**config.mk**
```make
export PLATFORM = sky130hd
export DESIGN_NAME = traffic_gen_tile
export DESIGN_NICKNAME = d
export VERILOG_FILES = /design/src/hw/noc_pkg.sv /design/src/hw/noc_router.sv /design/src/hw/noc_chimney.sv /design/src/hw/traffic_gen.sv /design/src/hw/traffic_gen_tile.sv
export SDC_FILE = /design/constraint.sdc
export NUM_CORES = 2
export LEC_CHECK = 0
export BUFFER_PORTS_ARGS = -buffer_cell sky130_fd_sc_hd__buf_2
export CORE_MARGIN = 8
export CORE_UTILIZATION = 50
export CTS_BUF_LIST = sky130_fd_sc_hd__clkbuf_8 sky130_fd_sc_hd__clkbuf_16
export CTS_CLUSTER_DIAMETER = 200
export DETAILED_ROUTE_END_ITERATION = 8
export GPL_TIMING_DRIVEN = 0
export PLACE_DENSITY = 0.74
export SLEW_MARGIN = 20
export SYNTH_ARGS = -nofsm -noshare
export SYNTH_HDL_FRONTEND = slang
export SYNTH_SLANG_ARGS = --single-unit
```
**constraint.sdc**
```tcl
create_clock -name clk_i -period 7.5 [get_ports clk_i]
set_input_delay 0.75 -clock clk_i [delete_from_list [all_inputs] [get_ports clk_i]]
set_output_delay 0.75 -clock clk_i [all_outputs]
set_load 0.01 [all_outputs]
```
**src/hw/noc_pkg.sv**
```systemverilog
////////////////////
// NoC package
// Coordinates, flit layout, router ports, host port and register map
// shared by the traffic generator tile
////////////////////

package noc_pkg;

  localparam int unsigned CoordWidth = 3;
  localparam int unsigned DataWidth  = 32;

  // Galois feedback mask, taps 32 30 26 25
  localparam logic [DataWidth-1:0] LfsrTaps = 32'hA300_0000;

  ////////////////////
  // Mesh types
  ////////////////////

  typedef struct packed {
    logic [CoordWidth-1:0] x;
    logic [CoordWidth-1:0] y;
  } id_t;

  typedef struct packed {
    id_t dst_id;
    id_t src_id;
  } hdr_t;

  typedef struct packed {
    hdr_t                 hdr;
    logic [DataWidth-1:0] payload;
  } flit_t;

  // Router port index, mesh directions first
  typedef enum logic [2:0] {
    North = 3'd0,
    East  = 3'd1,
    South = 3'd2,
    West  = 3'd3,
    Eject = 3'd4
  } port_e;

  // Generator request into the chimney
  typedef struct packed {
    id_t                  dst_id;
    logic [DataWidth-1:0] payload;
  } gen_req_t;

  ////////////////////
  // Host port
  ////////////////////

  typedef enum logic [2:0] {
    RegCtrl    = 3'd0,  // bit 0 starts a burst
    RegDst     = 3'd1,
    RegCount   = 3'd2,
    RegSeed    = 3'd3,
    RegSent    = 3'd4,  // read only from here on
    RegRxCount = 3'd5,
    RegRxXor   = 3'd6,
    RegStatus  = 3'd7
  } reg_addr_e;

  typedef struct packed {
    logic        we;
    reg_addr_e   addr;
    logic [31:0] wdata;
  } host_req_t;

  typedef enum logic {
    Idle = 1'b0,
    Run  = 1'b1
  } gen_state_e;

endpackage

```
**src/hw/noc_router.sv**
```systemverilog
////////////////////
// Five-port mesh router
// Input FIFOs, XY routing on the head flit, round-robin output arbiters
////////////////////

module noc_router #(
  parameter int unsigned InFifoDepth = 2
) (
  input  logic                                             clk_i,
  input  logic                                             rst_n_i,
  input  noc_pkg::id_t                                     id_i,
  input  noc_pkg::flit_t [noc_pkg::Eject:noc_pkg::North]   flit_i,
  input  logic           [noc_pkg::Eject:noc_pkg::North]   valid_i,
  output logic           [noc_pkg::Eject:noc_pkg::North]   ready_o,
  output noc_pkg::flit_t [noc_pkg::Eject:noc_pkg::North]   flit_o,
  output logic           [noc_pkg::Eject:noc_pkg::North]   valid_o,
  input  logic           [noc_pkg::Eject:noc_pkg::North]   ready_i
);
  import noc_pkg::*;

  localparam int unsigned NumPorts = 5;
  localparam int unsigned PtrWidth = (InFifoDepth > 1) ? $clog2(InFifoDepth) : 1;
  localparam int unsigned CntWidth = $clog2(InFifoDepth + 1);

  function automatic logic [PtrWidth-1:0] ptr_inc(logic [PtrWidth-1:0] ptr);
    return (ptr == PtrWidth'(InFifoDepth - 1)) ? '0 : ptr + 1'b1;
  endfunction

  // Dimension order, x first
  function automatic port_e xy_route(id_t dst, id_t own);
    port_e dir;
    if (dst.x > own.x) begin
      dir = East;
    end else if (dst.x < own.x) begin
      dir = West;
    end else if (dst.y > own.y) begin
      dir = North;
    end else if (dst.y < own.y) begin
      dir = South;
    end else begin
      dir = Eject;
    end
    return dir;
  endfunction

  function automatic logic [2:0] wrap_add(logic [2:0] base, int unsigned step);
    int unsigned sum;
    sum = base + step;
    return 3'(sum % NumPorts);
  endfunction

  ////////////////////
  // Input FIFOs
  ////////////////////

  flit_t               fifo_mem  [NumPorts][InFifoDepth];
  logic [PtrWidth-1:0] wr_ptr_q  [NumPorts];
  logic [PtrWidth-1:0] rd_ptr_q  [NumPorts];
  logic [CntWidth-1:0] count_q   [NumPorts];
  flit_t               head      [NumPorts];
  port_e               route     [NumPorts];
  logic [NumPorts-1:0] push;
  logic [NumPorts-1:0] pop;
  logic [NumPorts-1:0] not_empty;

  for (genvar i = 0; i < NumPorts; i++) begin : gen_input
    assign ready_o[i]   = (count_q[i] != CntWidth'(InFifoDepth));
    assign push[i]      = valid_i[i] & ready_o[i];
    assign not_empty[i] = (count_q[i] != '0);
    assign head[i]      = fifo_mem[i][rd_ptr_q[i]];
    assign route[i]     = xy_route(head[i].hdr.dst_id, id_i);

    always_ff @(posedge clk_i) begin
      if (!rst_n_i) begin
        wr_ptr_q[i] <= '0;
        rd_ptr_q[i] <= '0;
        count_q[i]  <= '0;
      end else begin
        if (push[i]) begin
          wr_ptr_q[i] <= ptr_inc(wr_ptr_q[i]);
        end
        if (pop[i]) begin
          rd_ptr_q[i] <= ptr_inc(rd_ptr_q[i]);
        end
        case ({push[i], pop[i]})
          2'b10:   count_q[i] <= count_q[i] + 1'b1;
          2'b01:   count_q[i] <= count_q[i] - 1'b1;
          default: count_q[i] <= count_q[i];
        endcase
      end
    end

    always_ff @(posedge clk_i) begin
      if (push[i]) begin
        fifo_mem[i][wr_ptr_q[i]] <= flit_i[i];
      end
    end
  end

  ////////////////////
  // Output arbiters
  ////////////////////

  logic [2:0]          rr_ptr_q [NumPorts];
  logic [2:0]          gnt_idx  [NumPorts];
  logic [NumPorts-1:0] gnt_valid;

  // First requester at or after the pointer wins
  always_comb begin
    logic [2:0] cand;
    cand      = '0;
    gnt_valid = '0;
    for (int o = 0; o < NumPorts; o++) begin
      gnt_idx[o] = rr_ptr_q[o];
      for (int k = 0; k < NumPorts; k++) begin
        cand = wrap_add(rr_ptr_q[o], k);
        if (!gnt_valid[o] && not_empty[cand] && (route[cand] == port_e'(o))) begin
          gnt_valid[o] = 1'b1;
          gnt_idx[o]   = cand;
        end
      end
    end
  end

  always_comb begin
    pop = '0;
    for (int o = 0; o < NumPorts; o++) begin
      if (gnt_valid[o] && ready_i[o]) begin
        pop[gnt_idx[o]] = 1'b1;
      end
    end
  end

  for (genvar o = 0; o < NumPorts; o++) begin : gen_output
    assign valid_o[o] = gnt_valid[o];
    assign flit_o[o]  = head[gnt_idx[o]];

    // A stalled winner keeps top priority so the offered flit stays put
    always_ff @(posedge clk_i) begin
      if (!rst_n_i) begin
        rr_ptr_q[o] <= '0;
      end else if (gnt_valid[o]) begin
        rr_ptr_q[o] <= ready_i[o] ? wrap_add(gnt_idx[o], 1) : gnt_idx[o];
      end
    end
  end

endmodule

```
**src/hw/noc_chimney.sv**
```systemverilog
////////////////////
// Network interface
// Packs generator requests into single-flit packets and
// counts and checksums the flits ejected at this tile
////////////////////

module noc_chimney (
  input  logic                          clk_i,
  input  logic                          rst_n_i,
  input  noc_pkg::id_t                  id_i,
  // Generator side
  input  noc_pkg::gen_req_t             gen_req_i,
  input  logic                          gen_valid_i,
  output logic                          gen_ready_o,
  // Injection into the router
  output noc_pkg::flit_t                inj_flit_o,
  output logic                          inj_valid_o,
  input  logic                          inj_ready_i,
  // Ejection from the router
  input  noc_pkg::flit_t                ej_flit_i,
  input  logic                          ej_valid_i,
  output logic                          ej_ready_o,
  // Receive statistics
  output logic [31:0]                   rx_count_o,
  output logic [noc_pkg::DataWidth-1:0] rx_xor_o
);
  import noc_pkg::*;

  ////////////////////
  // Injection
  ////////////////////

  hdr_t inj_hdr;

  assign inj_hdr.dst_id = gen_req_i.dst_id;
  assign inj_hdr.src_id = id_i;

  assign inj_flit_o.hdr     = inj_hdr;
  assign inj_flit_o.payload = gen_req_i.payload;
  assign inj_valid_o        = gen_valid_i;
  assign gen_ready_o        = inj_ready_i;

  ////////////////////
  // Ejection
  ////////////////////

  logic                 ej_xfer;
  logic [31:0]          rx_count_q;
  logic [DataWidth-1:0] rx_xor_q;

  // Sink never stalls
  assign ej_ready_o = 1'b1;
  assign ej_xfer    = ej_valid_i & ej_ready_o;

  always_ff @(posedge clk_i) begin
    if (!rst_n_i) begin
      rx_count_q <= '0;
      rx_xor_q   <= '0;
    end else if (ej_xfer) begin
      rx_count_q <= rx_count_q + 1'b1;
      rx_xor_q   <= rx_xor_q ^ ej_flit_i.payload;
    end
  end

  assign rx_count_o = rx_count_q;
  assign rx_xor_o   = rx_xor_q;

endmodule

```
**src/hw/traffic_gen.sv**
```systemverilog
////////////////////
// Traffic generator
// Host register file on a four-phase port and an LFSR burst engine
////////////////////

module traffic_gen (
  input  logic                          clk_i,
  input  logic                          rst_n_i,
  // Host port
  input  noc_pkg::host_req_t            host_req_i,
  input  logic                          host_req_valid_i,
  output logic                          host_ack_o,
  output logic [31:0]                   host_rdata_o,
  // Request stream to the chimney
  output noc_pkg::gen_req_t             gen_req_o,
  output logic                          gen_valid_o,
  input  logic                          gen_ready_i,
  // Receive statistics
  input  logic [31:0]                   rx_count_i,
  input  logic [noc_pkg::DataWidth-1:0] rx_xor_i
);
  import noc_pkg::*;

  ////////////////////
  // Host handshake
  ////////////////////

  logic        ack_q;
  logic        req_new;
  logic        wr_en;
  logic        start;
  logic        busy;
  logic [31:0] rdata_q;

  // Ack follows req one cycle late
  assign req_new = host_req_valid_i & ~ack_q;
  assign wr_en   = req_new & host_req_i.we;

  always_ff @(posedge clk_i) begin
    if (!rst_n_i) begin
      ack_q <= 1'b0;
    end else begin
      ack_q <= host_req_valid_i;
    end
  end

  ////////////////////
  // Registers
  ////////////////////

  id_t                  dst_q;
  logic [31:0]          count_q;
  logic [DataWidth-1:0] seed_q;
  logic [31:0]          sent_q;
  logic [DataWidth-1:0] lfsr_q;
  gen_state_e           state_q;
  logic                 xfer;
  logic [31:0]          sent_next;

  assign busy  = (state_q == Run);
  assign start = wr_en && (host_req_i.addr == RegCtrl) && host_req_i.wdata[0] && !busy;

  always_ff @(posedge clk_i) begin
    if (!rst_n_i) begin
      dst_q   <= '0;
      count_q <= '0;
      seed_q  <= DataWidth'(1);
    end else if (wr_en) begin
      case (host_req_i.addr)
        RegDst:   dst_q   <= id_t'(host_req_i.wdata[$bits(id_t)-1:0]);
        RegCount: count_q <= host_req_i.wdata;
        RegSeed:  seed_q  <= host_req_i.wdata[DataWidth-1:0];
        default:  ;
      endcase
    end
  end

  always_ff @(posedge clk_i) begin
    if (req_new) begin
      case (host_req_i.addr)
        RegDst:     rdata_q <= 32'(dst_q);
        RegCount:   rdata_q <= count_q;
        RegSeed:    rdata_q <= 32'(seed_q);
        RegSent:    rdata_q <= sent_q;
        RegRxCount: rdata_q <= rx_count_i;
        RegRxXor:   rdata_q <= 32'(rx_xor_i);
        RegStatus:  rdata_q <= {31'b0, busy};
        default:    rdata_q <= '0;
      endcase
    end
  end

  assign host_ack_o   = ack_q;
  assign host_rdata_o = rdata_q;

  ////////////////////
  // Burst engine
  ////////////////////

  assign gen_valid_o       = busy && (sent_q < count_q);
  assign gen_req_o.dst_id  = dst_q;
  assign gen_req_o.payload = lfsr_q;
  assign xfer              = gen_valid_o & gen_ready_i;
  assign sent_next         = sent_q + 32'(xfer);

  always_ff @(posedge clk_i) begin
    if (!rst_n_i) begin
      state_q <= Idle;
      sent_q  <= '0;
    end else if (start) begin
      state_q <= Run;
      sent_q  <= '0;
    end else if (busy) begin
      sent_q <= sent_next;
      if (sent_next >= count_q) begin
        state_q <= Idle;
      end
    end
  end

  // One Galois step per accepted flit
  always_ff @(posedge clk_i) begin
    if (start) begin
      lfsr_q <= seed_q;
    end else if (xfer) begin
      lfsr_q <= (lfsr_q >> 1) ^ ({DataWidth{lfsr_q[0]}} & LfsrTaps);
    end
  end

endmodule

```
**src/hw/traffic_gen_tile.sv**
```systemverilog
////////////////////
// Traffic generator tile
// Router, chimney and generator of one mesh node
////////////////////

module traffic_gen_tile #(
  parameter int unsigned InFifoDepth = 2
) (
  input  logic                                           clk_i,
  input  logic                                           rst_n_i,
  input  noc_pkg::id_t                                   id_i,
  // Mesh links
  input  noc_pkg::flit_t [noc_pkg::West:noc_pkg::North]  flit_i,
  input  logic           [noc_pkg::West:noc_pkg::North]  valid_i,
  output logic           [noc_pkg::West:noc_pkg::North]  ready_o,
  output noc_pkg::flit_t [noc_pkg::West:noc_pkg::North]  flit_o,
  output logic           [noc_pkg::West:noc_pkg::North]  valid_o,
  input  logic           [noc_pkg::West:noc_pkg::North]  ready_i,
  // Host port
  input  noc_pkg::host_req_t                             host_req_i,
  input  logic                                           host_req_valid_i,
  output logic                                           host_ack_o,
  output logic [31:0]                                    host_rdata_o
);
  import noc_pkg::*;

  ////////////////////
  // Router
  ////////////////////

  flit_t [Eject:North] router_flit_in;
  flit_t [Eject:North] router_flit_out;
  logic  [Eject:North] router_valid_in;
  logic  [Eject:North] router_ready_out;
  logic  [Eject:North] router_valid_out;
  logic  [Eject:North] router_ready_in;

  noc_router #(
    .InFifoDepth(InFifoDepth)
  ) i_router (
    .clk_i,
    .rst_n_i,
    .id_i,
    .flit_i (router_flit_in),
    .valid_i(router_valid_in),
    .ready_o(router_ready_out),
    .flit_o (router_flit_out),
    .valid_o(router_valid_out),
    .ready_i(router_ready_in)
  );

  assign router_flit_in[West:North]  = flit_i;
  assign router_valid_in[West:North] = valid_i;
  assign ready_o                     = router_ready_out[West:North];
  assign flit_o                      = router_flit_out[West:North];
  assign valid_o                     = router_valid_out[West:North];
  assign router_ready_in[West:North] = ready_i;

  ////////////////////
  // Chimney and generator
  ////////////////////

  gen_req_t             gen_req;
  logic                 gen_valid;
  logic                 gen_ready;
  logic [31:0]          rx_count;
  logic [DataWidth-1:0] rx_xor;

  noc_chimney i_chimney (
    .clk_i,
    .rst_n_i,
    .id_i,
    .gen_req_i  (gen_req),
    .gen_valid_i(gen_valid),
    .gen_ready_o(gen_ready),
    .inj_flit_o (router_flit_in[Eject]),
    .inj_valid_o(router_valid_in[Eject]),
    .inj_ready_i(router_ready_out[Eject]),
    .ej_flit_i  (router_flit_out[Eject]),
    .ej_valid_i (router_valid_out[Eject]),
    .ej_ready_o (router_ready_in[Eject]),
    .rx_count_o (rx_count),
    .rx_xor_o   (rx_xor)
  );

  traffic_gen i_traffic_gen (
    .clk_i,
    .rst_n_i,
    .host_req_i,
    .host_req_valid_i,
    .host_ack_o,
    .host_rdata_o,
    .gen_req_o  (gen_req),
    .gen_valid_o(gen_valid),
    .gen_ready_i(gen_ready),
    .rx_count_i (rx_count),
    .rx_xor_i   (rx_xor)
  );

endmodule

```
==> reports/metrics.csv <==
metric;value;unit
outcome;finished with violations;
failing checks;negative setup slack;
ANT nets after route;0;
nets@finish;5832;
fraction of registers with async set/reset;0;
drt wl/cell;30.6;µm
Max Root-Sink Buffers;3;
CP max-delay cell;clkbuf_1;
kind of critical path;flop to primary output;
CP endpoint kind;primary output;
worst stage delay on the critical path;0.57;ns
Max transition margin;0.214;
All-Layer GR Usage;0.364;
max cap viols;0;
die area;107000;µm²
FILL cells;8144;
share of layout cells above drive strength 1;0.255;
core footprint;96100;µm²
GPL Wtd Cong;1.04;
Post-CTS Hold Fix Bufs;0;
Multi-input gate area;27900;µm²
cell repeated most along the worst path;o211ai_1;
Cell Chain, Critical Path;clkbuf_4 > mux2i_2 > inv_1 > ha_1 > nand3_1 > a211oi_4 > o211ai_1 > o211ai_1 > a211oi_2 > or4b_4 > nand2b_4 > a211o_1 > a21bo_1 > buf_8 > buf_12 > clkbuf_1 > a211oi_1 > a31oi_1 > o22ai_2 > buf_2;
largest net degree at the start of global routing;40;
Top Ports;446;
register area;19500;µm²
IO buf count;442;
Synth top area share;0.335;
final setup margin;-0.00502;ns
number of flops mapped to enable cells by yosys;537;
Post-Syn Area;48200;µm²
first-pass GRT wire length;289;mm
Peak Freq;133;MHz
CP required;6.75;ns
total clock sinks;707;
Syn-to-layout area delta;19.1;%
initial antenna violation count;29;
main flop type after synthesis;edfxtp_1;
num rows;114;
clock-pin slew on the worst setup and hold paths;0.07;ns
CTS tree;done;
leading cell type in the layout, fill and taps excluded;edfxtp_1;
Worst-Margin Slew;1.15;ns
fin crit share;1.00;
clk_lat worst skew;0.67;ns
most frequent cells in the layout;edfxtp_1 (537), buf_2 (491), nand2_1 (452), mux2i_1 (406), nor2_1 (291);
Post-Syn Instances;4775;
via count;44700;
register bit total from synthesis;707;
syn nets;5242;
Synth area leaders;edfxtp_1 (33%), mux2i_1 (8.9%), dfxtp_1 (7.1%), ha_1 (6.1%), mux2_2 (3.6%);
Setup Skew;0.0388;ns
vias in the first global route;41700;
Final HPWL DP;160;mm
drt total wl;206;mm
Synth warnings;0;
final setup vio count;1;
first-pass iteration count of the detailed router;9;
Iter 0 DRT Violations;6199;
min cycle time layout;7.51;ns
DRC viols;0;
total grt overflow;0;
Starting Density;0.501;
non-filler cells, final;6727;
Cells after DPL;6513;
Worst Path Arrival;6.76;ns
CP startpoint kind;flop;
Vias/cell;6.64;
Final Slew Violations;0;
CTS root buf;clkbuf_16;
Die Ht;326;µm
Hold WC Path Type;input pin to flop;
CTS buffer count;78;
htree depth;3;
dominant cell type by area after synthesis;edfxtp_1;
crit path max fanout;10;
average size of a mapped cell;10.1;µm²
final hold vios;0;
Die W;326;µm
count of cell types in the netlist;144;
sequential fraction of the synthesis area;0.405;
==> worst max-delay path: cells and delay by family, from the launching register on <==
family | cells | cell delay [ns]
buffers and inverters | 6 | 1.71
multiplexers | 1 | 0.51
flip-flops | 1 | 0.40
adder cells (fa/ha/maj) | 1 | 0.40
AND/OR/NAND/NOR | 3 | 0.95
AO/OA/AOI/OAI | 9 | 2.11
==> flip-flops by register name, indices dropped and copies added (netlist names) <==
signal and count:
i_traffic_gen.host_rdata_o 32, i_router.fifo_mem 440, i_chimney.rx_count_o 32, i_traffic_gen.count_q 32, i_router.rr_ptr_q 15, i_traffic_gen.seed_q 32
i_router.wr_ptr_q 5, i_router.count_q 10, i_traffic_gen.lfsr_q 32, i_traffic_gen.gen_req_o 6, i_traffic_gen.busy 1, i_traffic_gen.host_ack_o 1
i_chimney.rx_xor_o 32, i_traffic_gen.sent_q 32, i_router.rd_ptr_q 5
==> logic make-up after synthesis <==
logic type                 Yosys count  synth area share
AOI/OAI and AO/OA                 1200             0.177
xor gates and xnor gates           140            0.0266
adders and majority gates          238            0.0621
buffers and inverters              506            0.0468
DFF                                707             0.405
muxes                              670             0.152
and+or+nand+nor                   1314             0.131
==> layout make-up <==
class,count,area share
diodes,21,0.000916
repair buffers,521,0.0532
multi-input cells,3562,0.486
clock buffers,80,0.0347
inverters,187,0.0128
clock inverters,65,0.0112
plain buffers,308,0.0327
flip-flops and latches,707,0.341
well taps,1276,0.0278
==> through the flow <==
stage / setup WS [ns] / cell area [µm²] / TNS [ns] / utilization / hold slack, ns
final: -0.00502 / 57400 / -0.00502 / 0.597 / 0.263
after global routing: -0.0869 / 57300 / -0.393 / 0.596 / 0.255
after CTS: -0.0471 / 56400 / -0.0710 / 0.586 / 0.241
after detailed placement: -2.22 / 52500 / -282.63 / 0.546 / 0.455
after global placement: -3.05 / 52000 / -456.46 / 0.541 / 0.444
after floorplan: 0.426 / 48200 / 0 / - / 0.436
==> synthesized netlist by cell type (all sizes together), types with 46 or more instances <==
library cell / count
edfxtp: 537
nand2: 459
mux2i: 428
nor2: 307
a21oi: 238
ha: 236
mux2: 229
clkbuf: 186
inv: 185
o21ai: 173
dfxtp: 170
o22ai: 143
buf: 132
a22oi: 119
nand3: 119
a31oi: 101
nor3: 88
nand2b: 77
xor2: 71
xnor2: 69
a211oi: 64
a221oi: 48
and3: 48
o2bb2ai: 46
==> per-layer routing <==
metal  global-route usage  vias up  share of wire
met1                0.469    21600           0.38
met2                0.541     3159           0.42
li1                     -    19200              -
met3                0.103      722           0.13
met5                    0        -        0.00021
met4                0.219        6          0.073
==> final timing paths <==
| kind | from | to | slack, ns | depth (start not counted) |
|---|---|---|---|---|
| max reg2reg | i_router.rd_ptr_q[2] | i_router.rr_ptr_q[1][1] | 0.10 | 26 |
| max | i_router.rd_ptr_q[2] | flit_o[73] | -0.005 | 20 |
| min | flit_i[88] | i_router.fifo_mem[0][176] | 0.26 | 1 |
| min reg2reg | i_traffic_gen.count_q[2] | i_traffic_gen.count_q[2] | 0.46 | 2 |
==> what timing repair did <==
item	CTS	global route
resized for setup	255	187
buffers inserted	33	27
pin swaps	16	20
endpoints found under the setup margin	257	206
gates cloned	0	0
Power is not shown: default switching activity piles up to over one toggle a cycle in this logic, so the estimate is an artifact.
